File: config.mk
export PLATFORM = sky130hd
export DESIGN_NAME = msx_frontend
export DESIGN_NICKNAME = d
export VERILOG_FILES = /design/src/verilog/msx_frontend_pkg.sv /design/src/verilog/status_decode.sv /design/src/verilog/video_scaler_setup.sv /design/src/verilog/sd_card_router.sv /design/src/verilog/cassette_control.sv /design/src/verilog/msx_frontend.sv
export VERILOG_INCLUDE_DIRS = /design/src /design/src/verilog
export SDC_FILE = /design/constraint.sdc
export NUM_CORES = 1
export LEC_CHECK = 0
export BUFFER_PORTS_ARGS = -buffer_cell sky130_fd_sc_hd__buf_4
export CORE_AREA = 2 2 126 128
export CTS_CLUSTER_SIZE = 8
export DETAILED_ROUTE_END_ITERATION = 7
export DIE_AREA = 0 0 128 130
export GPL_TIMING_DRIVEN = 0
export SKIP_CTS_REPAIR_TIMING = 1
export SLEW_MARGIN = 40
export SYNTH_ARGS = -nofsm -noshare
export SYNTH_HDL_FRONTEND = slang
export SYNTH_SLANG_ARGS = --single-unit
File: constraint.sdc
create_clock -name clock_bus -period 1.67 [get_ports clock_bus]
set_input_delay 0.334 -clock clock_bus [delete_from_list [all_inputs] [get_ports clock_bus]]
set_output_delay 0.334 -clock clock_bus [all_outputs]
set_load 0.02 [all_outputs]
File: src/verilog/msx_frontend_consts.svh
// MSX frontend constants
// Status word bit positions, bus widths and fixed numbers shared by the
// control glue blocks

`ifndef MSX_FRONTEND_CONSTS_SVH
`define MSX_FRONTEND_CONSTS_SVH

// ========================================
// Status word layout
// ========================================
`define STATUS_W             64
`define ST_RESET             0
`define ST_ASPECT_LO         1
`define ST_SCALE_LO          3
`define ST_TAPE_REWIND       9
`define ST_DETACH            10
`define ST_SRAM_SAVE         38
`define ST_SRAM_LOAD         39
`define ST_TAPE_ADC          40

// ========================================
// Widths and fixed numbers
// ========================================
`define DDR_ADDR_W           28
`define ACT_TIMEOUT_DEFAULT  1000000
`define CAS_INDEX            5
`define HDMI_FULL_W          1920
`define HDMI_FULL_H          1080
`define CROP_LINES           216
`define IMG_SIZE_W           64

`endif

File: src/verilog/msx_frontend_pkg.sv
// MSX frontend types
// Packed structs for the scaler settings, SD pins, LEDs and DDR3 read requests

`default_nettype none

`include "msx_frontend_consts.svh"

package msx_frontend_pkg;

   // Scaler and aspect settings
   typedef struct packed {
      logic [11:0] arx;
      logic [11:0] ary;
      logic [11:0] crop_size;
      logic [1:0]  vga_sl;
      logic        hq2x;
      logic        scandoubler;
   } video_cfg_t;

   // Physical SD card outputs
   typedef struct packed {
      logic cs;
      logic sck;
      logic mosi;
   } sd_pins_t;

   // Board LEDs
   // disk[1] set means the core alone owns the disk LED
   typedef struct packed {
      logic       user;
      logic [1:0] disk;
      logic [1:0] power;
   } led_t;

   // One DDR3 read request, byte address plus read flag
   typedef struct packed {
      logic [`DDR_ADDR_W-1:0] addr;
      logic                   rd;
   } ddr_rd_req_t;

endpackage

`default_nettype wire

File: src/verilog/status_decode.sv
// Status word decoder
// Builds the registered core reset and turns the battery RAM save/load
// levels into single-cycle strobes

`timescale 1ns/1ps
`default_nettype none

`include "msx_frontend_consts.svh"

module status_decode import msx_frontend_pkg::*; (
   input  wire logic                 clock_bus,
   input  wire logic                 reset,
   input  wire logic                 upload_reset,
   input  wire logic                 load_sram,
   input  wire logic [`STATUS_W-1:0] status,
   output logic                      core_reset,
   output logic                      sram_save_stb,
   output logic                      sram_load_stb
);

   logic save_req;
   logic load_req;
   logic save_q;
   logic load_q;

   assign save_req = status[`ST_SRAM_SAVE];
   // Menu load or loader request, either one starts a load
   assign load_req = status[`ST_SRAM_LOAD] | load_sram;

   // Reset sources merged, one cycle late
   always_ff @(posedge clock_bus) begin
      if (reset) begin
         core_reset <= 1'b1;
      end else begin
         core_reset <= status[`ST_RESET] | status[`ST_DETACH] | upload_reset;
      end
   end

   // Previous levels for edge detection
   always_ff @(posedge clock_bus) begin
      save_q <= save_req;
      load_q <= load_req;
   end

   always_ff @(posedge clock_bus) begin
      if (reset) begin
         sram_save_stb <= 1'b0;
         sram_load_stb <= 1'b0;
      end else begin
         sram_save_stb <= save_req & ~save_q;
         sram_load_stb <= load_req & ~load_q;
      end
   end

   // Strobes never stretch over two cycles
   a_save_single: assert property (@(posedge clock_bus) disable iff (reset)
      sram_save_stb |=> !sram_save_stb);
   a_load_single: assert property (@(posedge clock_bus) disable iff (reset)
      sram_load_stb |=> !sram_load_stb);

endmodule

`default_nettype wire

File: src/verilog/video_scaler_setup.sv
// Video scaler setup
// Decodes aspect ratio, scanlines, hq2x, scandoubler and the 216-line
// crop into one registered settings word

`timescale 1ns/1ps
`default_nettype none

`include "msx_frontend_consts.svh"

module video_scaler_setup import msx_frontend_pkg::*; (
   input  wire logic                 clock_bus,
   input  wire logic                 reset,
   input  wire logic                 forced_scandoubler,
   input  wire logic [`STATUS_W-1:0] status,
   input  wire logic [11:0]          hdmi_width,
   input  wire logic [11:0]          hdmi_height,
   output video_cfg_t                video_cfg
);

   logic [1:0] ar;
   logic [2:0] scale;
   logic [2:0] sl;
   logic       full_hd;
   video_cfg_t cfg_next;

   assign ar    = status[`ST_ASPECT_LO +: 2];
   assign scale = status[`ST_SCALE_LO +: 3];
   assign sl    = (scale != 3'd0) ? scale - 3'd1 : 3'd0;

   assign full_hd = (hdmi_width == 12'(`HDMI_FULL_W)) && (hdmi_height == 12'(`HDMI_FULL_H));

   always_comb begin
      // Original 4:3, or one of the full-screen / custom ratios
      cfg_next.arx = (ar == 2'd0) ? 12'd4 : {10'b0, ar - 2'd1};
      cfg_next.ary = (ar == 2'd0) ? 12'd3 : 12'd0;
      // 216p crop only makes sense on a real 1080p output
      cfg_next.crop_size = (full_hd && !forced_scandoubler && scale != 3'd0) ?
                           12'(`CROP_LINES) : 12'd0;
      cfg_next.vga_sl      = sl[1:0];
      cfg_next.hq2x        = (scale == 3'd1);
      cfg_next.scandoubler = (scale != 3'd0) || forced_scandoubler;
   end

   always_ff @(posedge clock_bus) begin
      if (reset) begin
         video_cfg <= '0;
      end else begin
         video_cfg <= cfg_next;
      end
   end

   a_hq2x_needs_sd: assert property (@(posedge clock_bus) disable iff (reset)
      video_cfg.hq2x |-> video_cfg.scandoubler);

endmodule

`default_nettype wire

File: src/verilog/sd_card_router.sv
// SD card router
// Selects the virtual image or the physical card, gates the card pins
// and drives the activity LEDs from a saturating timer

`timescale 1ns/1ps
`default_nettype none

`include "msx_frontend_consts.svh"

module sd_card_router import msx_frontend_pkg::*; #(
   parameter int act_timeout = `ACT_TIMEOUT_DEFAULT
) (
   input  wire logic                   clock_bus,
   input  wire logic                   reset,
   input  wire logic                   img_mounted_stb,
   input  wire logic                   spi_clk,
   input  wire logic                   spi_mosi,
   input  wire logic                   sd_miso,
   input  wire logic                   vsd_miso,
   input  wire logic [`IMG_SIZE_W-1:0] img_size,
   output sd_pins_t                    sd_pins,
   output logic                        sd_miso_core,
   output led_t                        leds
);

   localparam int TMR_W = $clog2(act_timeout + 1);
   localparam logic [TMR_W-1:0] ACT_MAX = TMR_W'(act_timeout);

   logic             vsd_sel;
   logic             mosi_q;
   logic             miso_q;
   logic             spi_change;
   logic [TMR_W-1:0] act_timer;
   logic             sd_act;

   // ========================================
   // Card select and pin gating
   // ========================================
   always_ff @(posedge clock_bus) begin
      if (reset) begin
         vsd_sel <= 1'b0;
      end else if (img_mounted_stb) begin
         vsd_sel <= |img_size;
      end
   end

   // Physical card stays deselected while the image is in use
   assign sd_pins.cs   = vsd_sel;
   assign sd_pins.sck  = spi_clk & ~vsd_sel;
   assign sd_pins.mosi = spi_mosi & ~vsd_sel;
   assign sd_miso_core = vsd_sel ? vsd_miso : sd_miso;

   // ========================================
   // Activity timer
   // ========================================
   always_ff @(posedge clock_bus) begin
      mosi_q <= spi_mosi;
      miso_q <= sd_miso_core;
   end

   assign spi_change = (mosi_q ^ spi_mosi) | (miso_q ^ sd_miso_core);

   always_ff @(posedge clock_bus) begin
      if (reset) begin
         act_timer <= ACT_MAX;
         sd_act    <= 1'b0;
      end else begin
         sd_act <= (act_timer < ACT_MAX);
         if (spi_change) begin
            act_timer <= '0;
         end else if (act_timer < ACT_MAX) begin
            act_timer <= act_timer + 1'b1;
         end
      end
   end

   assign leds.user  = vsd_sel & sd_act;
   assign leds.disk  = {1'b1, ~vsd_sel & sd_act};
   assign leds.power = 2'b00;

   a_pins_quiet: assert property (@(posedge clock_bus) disable iff (reset)
      sd_pins.cs |-> (!sd_pins.sck && !sd_pins.mosi));

endmodule

`default_nettype wire

File: src/verilog/cassette_control.sv
// Cassette control
// Arms playback after a tape download, forms play and rewind, picks the
// tape input and shares the DDR3 read port with the file loader

`timescale 1ns/1ps
`default_nettype none

`include "msx_frontend_consts.svh"

module cassette_control import msx_frontend_pkg::*; (
   input  wire logic                 clock_bus,
   input  wire logic                 reset,
   input  wire logic                 core_reset,
   input  wire logic                 ioctl_download,
   input  wire logic                 motor,
   input  wire logic                 cas_dout,
   input  wire logic                 tape_adc,
   input  wire logic                 tape_adc_act,
   input  wire logic                 dl_active,
   input  wire logic [15:0]          ioctl_index,
   input  wire logic [`STATUS_W-1:0] status,
   input  wire ddr_rd_req_t          dl_req,
   input  wire ddr_rd_req_t          cas_req,
   output logic                      cas_enable,
   output logic                      play,
   output logic                      rewind,
   output logic                      tape_in,
   output ddr_rd_req_t               ddr_req
);

   logic cas_dl;
   logic cas_dl_q;

   assign cas_dl = ioctl_download & (ioctl_index == 16'(`CAS_INDEX));

   // Falling edge of a tape download arms the player until reset
   always_ff @(posedge clock_bus) begin
      if (reset) begin
         cas_dl_q   <= 1'b0;
         cas_enable <= 1'b0;
      end else begin
         cas_dl_q <= cas_dl;
         if (cas_dl_q & ~cas_dl) begin
            cas_enable <= 1'b1;
         end
      end
   end

   // Motor is active low from the PPI
   assign play   = ~motor & cas_enable;
   assign rewind = status[`ST_TAPE_REWIND] | cas_dl | core_reset;

   // File player or the ADC line input
   assign tape_in = status[`ST_TAPE_ADC] ? (tape_adc & tape_adc_act) : cas_dout;

   // Loader wins the read port while it runs
   assign ddr_req = dl_active ? dl_req : cas_req;

   a_loader_priority: assert property (@(posedge clock_bus) disable iff (reset)
      dl_active |-> (ddr_req == dl_req));

endmodule

`default_nettype wire

File: src/verilog/msx_frontend.sv
// MSX frontend top level
// Board-side control glue: status decode, scaler setup, SD routing and
// cassette control side by side

`timescale 1ns/1ps
`default_nettype none

`include "msx_frontend_consts.svh"

module msx_frontend import msx_frontend_pkg::*; #(
   parameter int act_timeout = `ACT_TIMEOUT_DEFAULT
) (
   input  wire logic                   clock_bus,
   input  wire logic                   reset,
   input  wire logic [`STATUS_W-1:0]   status,
   // Reset and battery RAM
   input  wire logic                   upload_reset,
   input  wire logic                   load_sram,
   output logic                        core_reset,
   output logic                        sram_save_stb,
   output logic                        sram_load_stb,
   // Video
   input  wire logic                   forced_scandoubler,
   input  wire logic [11:0]            hdmi_width,
   input  wire logic [11:0]            hdmi_height,
   output video_cfg_t                  video_cfg,
   // SD card
   input  wire logic                   img_mounted_stb,
   input  wire logic [`IMG_SIZE_W-1:0] img_size,
   input  wire logic                   spi_clk,
   input  wire logic                   spi_mosi,
   input  wire logic                   sd_miso,
   input  wire logic                   vsd_miso,
   output sd_pins_t                    sd_pins,
   output logic                        sd_miso_core,
   output led_t                        leds,
   // Cassette and DDR3 read port
   input  wire logic                   ioctl_download,
   input  wire logic [15:0]            ioctl_index,
   input  wire logic                   motor,
   input  wire logic                   cas_dout,
   input  wire logic                   tape_adc,
   input  wire logic                   tape_adc_act,
   input  wire logic                   dl_active,
   input  wire ddr_rd_req_t            dl_req,
   input  wire ddr_rd_req_t            cas_req,
   output logic                        cas_enable,
   output logic                        play,
   output logic                        rewind,
   output logic                        tape_in,
   output ddr_rd_req_t                 ddr_req
);

   status_decode u_status_decode (
      .clock_bus     (clock_bus),
      .reset         (reset),
      .upload_reset  (upload_reset),
      .load_sram     (load_sram),
      .status        (status),
      .core_reset    (core_reset),
      .sram_save_stb (sram_save_stb),
      .sram_load_stb (sram_load_stb)
   );

   video_scaler_setup u_video_scaler_setup (
      .clock_bus          (clock_bus),
      .reset              (reset),
      .forced_scandoubler (forced_scandoubler),
      .status             (status),
      .hdmi_width         (hdmi_width),
      .hdmi_height        (hdmi_height),
      .video_cfg          (video_cfg)
   );

   sd_card_router #(
      .act_timeout (act_timeout)
   ) u_sd_card_router (
      .clock_bus       (clock_bus),
      .reset           (reset),
      .img_mounted_stb (img_mounted_stb),
      .spi_clk         (spi_clk),
      .spi_mosi        (spi_mosi),
      .sd_miso         (sd_miso),
      .vsd_miso        (vsd_miso),
      .img_size        (img_size),
      .sd_pins         (sd_pins),
      .sd_miso_core    (sd_miso_core),
      .leds            (leds)
   );

   cassette_control u_cassette_control (
      .clock_bus      (clock_bus),
      .reset          (reset),
      .core_reset     (core_reset),
      .ioctl_download (ioctl_download),
      .motor          (motor),
      .cas_dout       (cas_dout),
      .tape_adc       (tape_adc),
      .tape_adc_act   (tape_adc_act),
      .dl_active      (dl_active),
      .ioctl_index    (ioctl_index),
      .status         (status),
      .dl_req         (dl_req),
      .cas_req        (cas_req),
      .cas_enable     (cas_enable),
      .play           (play),
      .rewind         (rewind),
      .tape_in        (tape_in),
      .ddr_req        (ddr_req)
   );

endmodule

`default_nettype wire

Word-level counts from Yosys, hierarchy flattened
Cells that the tools add are included.
- register bits: 71
- bits of input ports: 242
- output and inout bits: 85
- word-level logic and storage cells: 72
- $add $sub $neg: 3
- $lt $le $gt $ge: 1
- eq/ne operators: 4
- multiplexer cells: 8
- bitwise operators: 24
- reduce and logical (&&, ||, !) cells: 12
- operator list (operator ; count):
    OR reduction 64 bit ; 1
    two-way mux 20 bit ; 2
    two-way mux 29 bit ; 1
    equality test 12 x 11 -> 1 bit, second input constant ; 2
    adder 20 x 1 -> 20 bit, second input constant ; 1
    less-than comparator 20 bit, second input constant ; 1
    equality test 16 x 3 -> 1 bit, second input constant ; 1
    bitwise AND 1 bit ; 10
    two-way mux 8 bit ; 1
    inverter 1 bit ; 6
    OR 1 bit ; 6
    OR reduction 2 bit ; 3
    subtractor 2 x 1 -> 2 bit, second input constant ; 2
    equality test 3 x 1 -> 1 bit, second input constant ; 1
    logical AND 1 bit ; 3
    two-way mux 3 bit ; 1
    nonzero test 3 bit ; 1
    logical NOT 2 bit ; 1
    two-way mux 1 bit ; 2
    two-way mux 2 bit ; 1
    nonzero test 2 bit ; 1
    XOR 1 bit ; 2
    logical NOT 1 bit ; 1
    logical OR 1 bit ; 1

Depth between registers and ports, before layout
Gate-level depths: netlist of run 1.
- depth in word-level cells: 5
- gate-level depth with buffers: 7

Cells and area by module
Synthesis of run 1 repeated with hierarchy kept, for this count alone.
- cells, all modules: 280
- area total of the unflattened synthesis: 2533.7 um^2
- by module, submodules not included (module ; times used ; cells each ; area each (um^2) ; sequential area each (um^2)):
    sd_card_router ; 1 ; 152 ; 1318.8 ; 480.5
    video_scaler_setup ; 1 ; 68 ; 596.8 ; 160.2
    cassette_control ; 1 ; 51 ; 489.2 ; 40.0
    status_decode ; 1 ; 9 ; 128.9 ; 100.1

Least setup slack after synthesis of run 1
No wires, ideal clock.
- path type: input -> output
- start point: in dl_active
- end point: out ddr_req[18] in the netlist's numbering
- arrival time: 1.451 ns
- required time: 1.336 ns
- slack: -0.115 ns
- cell stages on the path: 3
- buffers on the path: 2
- cell sequence: clkbuf_1 clkbuf_1 mux2_2
- RTL lines (element ; line ; source):
    start, declared ; msx_frontend.sv:44 ; input wire logic dl_active,
    end, declared ; msx_frontend.sv:51 ; output ddr_rd_req_t ddr_req

Worst setup path in the final report of run 1
- start point: reg u_sd_card_router.act_timer[6]
- end point: reg u_sd_card_router.act_timer[14]
- longest elaborated chain between the ends: 3
- elaborated cells on any way between the ends: 5
- those cells by class: 1 x add/sub; 1 x order compare; 2 x mux; 1 x reduce/logical
- RTL lines (element ; line ; source):
    start, declared ; sd_card_router.sv:33 ; logic [TMR_W-1:0] act_timer;
    start signal, assigned ; sd_card_router.sv:72 ; act_timer <= act_timer + 1'b1;
    adder 20 x 1 -> 20 bit ; sd_card_router.sv:72 ;
    two-way mux 20 bit ; sd_card_router.sv:71 ; end else if (act_timer < ACT_MAX) begin
    two-way mux 20 bit ; sd_card_router.sv:69 ; if (spi_change) begin
Several ways; a longest one is shown, not always the timed one. The select of a mux whose other input is x is not followed.
A chain may end at the register's enable or synchronous reset.

==> results of run 1 <==
-- worst register-to-register path, cell delays in order (launching register included) --
cell	delay (ps)
dfxtp_4	370
nand4_1	190
or3b_4	480
nor3_4	230
a211oi_2	90
a311o_1	270
-- power by group --
group / leakage [nW] / switching (W) / internal [W]
Combinational: 2.09 / 0.000399 / 0.000576
Sequential: 0.327 / 0.0000353 / 0.000970
Clock: 0.0838 / 0.000388 / 0.000704
-- sequential cells by signal (all words and copies together), names as in the netlist --
register and flops:
u_status_decode.sram_save_stb 1, u_sd_card_router.mosi_q 1, u_cassette_control.cas_enable 1, u_sd_card_router.vsd_sel 1
u_status_decode.save_q 1, u_cassette_control.cas_dl_q 1, u_sd_card_router.act_timer 20, u_status_decode.core_reset 1
u_sd_card_router.sd_act 1, u_status_decode.sram_load_stb 1, u_status_decode.load_q 1, u_sd_card_router.miso_q 1
u_video_scaler_setup.video_cfg 8
-- worst min-delay path by stage --
stage                     cells past startpoint                             to              startpoint
after global routing                          1         u_status_decode.save_q              status[38]
final                                         1         u_status_decode.save_q              status[38]
after floorplan                               0        u_sd_card_router.mosi_q                spi_mosi
after CTS                                     1         u_status_decode.save_q              status[38]
after global placement                        1  u_status_decode.sram_save_stb  u_status_decode.save_q
after detailed placement                      1  u_status_decode.sram_load_stb  u_status_decode.load_q
-- cells in the mapped netlist (5+ instances only) --
cell      count  area share, %
a211oi_1      6            1.8
buf_4        36             11
clkbuf_1      7            1.0
dfxtp_1      39             31
inv_1        10            1.5
mux2_2       29             13
nand2_1      15            2.2
nand3_1       8            1.6
nand4_1       9            2.2
nor2_1       28            4.1
nor3_1        9            1.8
nor4_1       20            4.9
o21ai_0       5           0.98
xnor2_1       8            2.8
xor2_1        6            2.1
-- stage by stage --
step | utilization, % | worst slack (ps) | instances
floorplan | - | 5.02 | 327
global placement | 30.5 | -210 | 761
detailed placement | 30.5 | -184 | 761
CTS | 31.6 | -205 | 769
global route | 33.7 | -107 | 783
finish | 33.7 | -71.0 | 783
-- cells by family (layout without fill, tap and decap cells) --
family	count (synthesis)	after routing	share of synthesized area (%)
AND/OR/NAND/NOR	122	122	26.1
buffers and inverters	55	319	13.5
flip-flops	39	39	30.7
AO/OA/AOI/OAI	32	32	9.04
multiplexers	31	31	13.6
XOR/XNOR	14	14	4.82
adder cells (fa/ha/maj)	4	4	1.97
other	2	30	0.295
-- final cells by class --
class,count,share of cell area (%)
clock inverter,3,0.842
inverter,10,0.722
tap,192,4.62
multi-input combinational,233,32.3
buffer,44,6.26
clock buffer,5,2.41
sequential,39,15.5
timing repair buffer,257,37.3
-- routing by layer --
layer | vias to the layer above | GRT usage, % | wire length, um
met1 | 1428 | 11.5 | 3540
met2 | 144 | 18.9 | 5290
met5 | - | 0 | 0
met3 | 6 | 1.52 | 613
li1 | 1596 | - | -
met4 | 0 | 1.75 | 63
==> impl_results.md, run 1 <==
- Post-Syn Area: 2550 um2
- Final Setup Violations: 2
- First-pass DRT Iterations: 4
- Max Freq: 0.574 GHz
- Core Region: 15400 um2
- Commonest non-fill, non-tap cell in the layout: buf_4
- Area after DPL: 4710 um2
- Clk pin slew, worst setup/hold paths: 70 ps
- Reg2Reg Setup Slack: -70 ps
- YS warnings: 0
- Sequential cell area: 806 um2
- Worst min path class: in -> reg
- Max cap viols: 0
- RSZ-0062 raised after global routing: true
- Starting density of the core: 16.5%
- Post-synth cell types: 43
- Total Power: 0.00307 W
- Filler instances: 1634
- CP Cell Sequence: nand4_1 > or3b_4 > nor3_4 > a211oi_2 > a311o_1
- Slew headroom: 59.2%
- First-pass GRT wire length: 13200 um
- Critical path arrival: 1910 ps
- Seq/Total Area, Yosys: 30.7%
- Ys flop type: dfxtp_1
- Slew Limit Fails: 0
- Crit path required time: 1840 ps
- Largest net degree at the start of global routing: 14
- Crit. End Element: flip-flop
- Leakage: 2.50 nW
- Placer Congestion: 0.758
- EDFF count, synth: 0
- CP startpoint: u_sd_card_router.act_timer[6]
- Num CTS Buffers: 5
- Fin worst setup slack: -71.0 ps
- Vias in the first global route: 2870
- Worst Path Buf+Inv: 0
- Slew @ Worst Pin: 611 ps
- FF-to-FF Start: u_sd_card_router.act_timer[6]
- Pwr dens: 591 nW/um2
- Wire per inst: 12.1 um
- CP delay by family, top: simple AND/OR/NAND/NOR gates
- Largest stage delay on the critical path: 480 ps
- TritonCTS clock tree: done
- Status: complete, but fails checks
- H-tree depth: 2
- Post-Route WL: 9510 um
- Register-to-Register Path Depth: 5
- Chip Width: 128 um
- Worst Path Max Fanout: 4
- Fraction of layout cells with a size suffix above 1: 63.1%
- Total grt overflow: 0
- I/O Pins: 327
- Last element of the critical path: u_sd_card_router.act_timer[14]
- Net count reported at finish: 836
- Skew-Pair Late Insertion Delay: 290 ps
- Seq cells post-synth: 39
- Clock buffer depth: 2
- Final Hold Viols: 0
- Critical path depth: 5
- Vias: 3174
- CP max-delay cell: or3b_4
- Port bufs: 242
- Clock sinks: 39
- Via density: 4.05
- Initial DRC count: 100
- Chip Height: 130 um
- DP Wirelength: 7800 um
- Setup Skew: 13.5 ps
- N_diodes: 0
- Most frequent cells in the layout: 294 x buf_4, 30 x conb_1, 29 x mux2_2
- CTS root buf: clkbuf_16
- Die area: 16600 um2
- Startpoint Class: flip-flop
- Post-route DRC violation count: 0
- Asr flop ratio synth: 0%
- Tmin final: 1740 ps
- Crit Path Category: reg -> reg
- Total negative setup slack: -84.8 ps
- Initial antenna violation count: 0
- R2r endpoint: u_sd_card_router.act_timer[14]
- Mapped Cells: 299
- Row count: 46
- Syn_area_per_cell: 8.52 um2
- Failing checks: setup timing
- Period utilization: 104%
- Hold slack: 168 ps
- Final ANT Viol Nets: 0
- P&R area growth vs syn: 104%
- Finished Cell Area: 5200 um2
- Total track usage: 9.77%
- Worst IR drop on VDD: 0.000539 V
- Multi-input gate area: 1680 um2
No activity file was read; power rests on OpenSTA's default activity.
==> run 2: changes to the inputs <==
REMOVE_ABC_BUFFERS = 1   (was default)
SKIP_LAST_GASP = 1   (was default)
TNS_END_PERCENT = 30   (was default)
==> run 2 against run 1 <==
The flow still finishes with violations (setup timing). Critical endpoint is now u_sd_card_router.act_timer[13]. Cell area fell by 8.9%. Global-route usage is 0.55 points higher. Largest power group is now sequential cells. Sequential power hardly changed. Non-clock buffer count decreased by 48. Sequential cell count is the same. Core utilization is 3.0 points lower. Combinational power fell by 8.8%. Wire length is 4.2% higher. Cell count decreased by 6.3%. Power fell by 10%. Worst hold slack lost 4.3 ps.
==> impl_results.md, run 2 (synthesized netlist as in run 1, its figures left out) <==
- Chip Height: 130 um (unchanged)
- H-tree depth: 2 (unchanged)
- First-pass GRT wire length: 13300 um (was 13200 um)
- Num CTS Buffers: 5 (unchanged)
- Total track usage: 10.3% (was 9.77%)
- TritonCTS clock tree: done (unchanged)
- Largest net degree at the start of global routing: 30 (was 14)
- Initial DRC count: 47 (was 100)
- Largest stage delay on the critical path: 500 ps (was 480 ps)
- Chip Width: 128 um (unchanged)
- CP max-delay cell: or4_1 (was or3b_4)
- Slew Limit Fails: 0 (unchanged)
- First-pass DRT Iterations: 4 (unchanged)
- Hold Path Stages: 1 (unchanged)
- Biggest regs: u_sd_card_router.act_timer: 20 flops, u_video_scaler_setup.video_cfg: 8 flops (unchanged)
- Total grt overflow: 0 (unchanged)
- Pint: 0.00201 W (was 0.00225 W)
- Crit Path Category: reg -> reg (unchanged)
- Commonest non-fill, non-tap cell in the layout: buf_4 (unchanged)
- Worst Path Max Fanout: 8 (was 4)
- Crit. End Element: flip-flop (unchanged)
- Clock sinks: 39 (unchanged)
- P&R area growth vs syn: 86.1% (was 104%)
- Final Hold Viols: 0 (unchanged)
- Leakage: 2.23 nW (was 2.50 nW)
- Max Freq: 0.583 GHz (was 0.574 GHz)
- CTS root buf: clkbuf_16 (unchanged)
- Worst IR drop on VDD: 0.000385 V (was 0.000539 V)
- Critical path depth: 5 (unchanged)
- Row count: 46 (unchanged)
- Port bufs: 243 (was 242)
- Core Region: 15400 um2 (unchanged)
- CP Cell Sequence: o31ai_2 > and3_4 > o21ai_0 > or4_1 > nand2_1 (was nand4_1 > or3b_4 > nor3_4 > a211oi_2 > a311o_1)
- Most frequent cells in the layout: 253 x buf_4, 30 x conb_1, 29 x mux2_2, 29 x dfxtp_1, 28 x nor2_1 (was 294 x buf_4, 30 x conb_1, 29 x mux2_2)
- Tmin final: 1720 ps (was 1740 ps)
- Startpoint Class: flip-flop (unchanged)
- Fin worst setup slack: -46.4 ps (was -71.0 ps)
- Met2 Use GR: 21.5% (was 18.9%)
- Period utilization: 103% (was 104%)
- Finished Cell Area: 4740 um2 (was 5200 um2)
- Vias: 3034 (was 3174)
- Die area: 16600 um2 (unchanged)
- DP Wirelength: 8260 um (was 7800 um)
- Sw Share: 27.2% (was 26.8%)
- Final Setup Violations: 2 (unchanged)
- Skew-Pair Late Insertion Delay: 280 ps (was 290 ps)
- Fraction of layout cells with a size suffix above 1: 57.9% (was 63.1%)
- Placer Congestion: 0.823 (was 0.758)
- Pre-CTS WS: -472 ps (was -184 ps)
- Final ANT Viol Nets: 0 (unchanged)
- Post-route DRC violation count: 0 (unchanged)
- Net Switching: 0.000751 W (was 0.000822 W)
- Starting density of the core: 16.5% (unchanged)
- Status: complete, but fails checks (unchanged)
- CP delay by family, top: simple AND/OR/NAND/NOR gates (unchanged)
- Net count reported at finish: 788 (was 836)
- Setup Skew: 7.70 ps (was 13.5 ps)
- Pwr dens: 583 nW/um2 (was 591 nW/um2)
- I/O Pins: 327 (unchanged)
- Post-Route WL: 9920 um (was 9510 um)
- M1 GR Usage: 9.55% (was 11.5%)
- Max reg flops: 20 (unchanged)
- Via density: 4.13 (was 4.05)
- Sequential power share: 36.2% (was 32.7%)
- Critical path arrival: 1930 ps (was 1910 ps)
- Initial antenna violation count: 1 (was 0)
- Area after DPL: 4410 um2 (was 4710 um2)
- Register-to-Register Path Depth: 5 (unchanged)
- Total negative setup slack: -74.9 ps (was -84.8 ps)
- Clock buffer depth: 2 (unchanged)
- Max cap viols: 0 (unchanged)
- Wire per inst: 13.5 um (was 12.1 um)
- Fin util: 30.7% (was 33.7%)
- Worst Path Buf+Inv: 0 (unchanged)
- GRT met3 Usage: 2.99% (was 1.52%)
- RSZ-0062 raised after global routing: true (unchanged)
- Clk pin slew, worst setup/hold paths: 60 ps (was 70 ps)
- Largest reg by FF count: u_sd_card_router.act_timer (unchanged)
- Worst min path class: in -> reg (unchanged)
- Crit path required time: 1880 ps (was 1840 ps)
- Clock share of power: 31.6% (was 35.6%)
- Most used routing layer: met2 (unchanged)
- Vias in the first global route: 2730 (was 2870)
- Failing checks: setup timing (unchanged)
- Combinational Power Share: 32.2% (was 31.7%)
[run 2: path summary, 6_finish.rpt]
check | startpoint | end | slack [ps]
max | u_sd_card_router.act_timer[6] | u_sd_card_router.act_timer[13] | -50
max reg2reg | u_sd_card_router.act_timer[6] | u_sd_card_router.act_timer[13] | -50
min reg2reg | u_status_decode.save_q | u_status_decode.sram_save_stb | 390
min | status[38] | u_status_decode.save_q | 160
[run 2: final cells by class]
class	instances	area [um2]
antenna	1	2.50
inverter	10	37.5
sequential	39	801
tap	192	240
timing repair buffer	253	1900
multi-input combinational	233	1630
clock inverter	1	7.51
fill	1630	10700
clock buffer	5	125
[run 2: power by group through the flow]
stage | logic, W | registers, W | clock network (W)
6_report | 0.000889 | 0.000999 | 0.000874
5_1_grt | 0.000953 | 0.00100 | 0.000949
4_1_cts | 0.000863 | 0.000999 | 0.000906
3_5_place_dp | 0.000861 | 0.00102 | 0
3_3_place_gp | 0.000855 | 0.00102 | 0
2_1_floorplan | 0.000321 | 0.00103 | 0
[run 2: per-stage QoR]
step                      cells  power (W)  hold slack (ps)
after floorplan             282    0.00135              362
after global routing        734    0.00291              157
after global placement      717    0.00187              375
after detailed placement    717    0.00188              382
final                       734    0.00276              163
after CTS                   723    0.00277              161
[run 2: metal layers]
layer	share of wire (%)	vias to the layer above	wire length, um
met2	57	152	5700
met4	1.8	0	177
met1	32	1377	3150
met3	9.0	9	890
li1	-	1496	-
met5	0	-	0
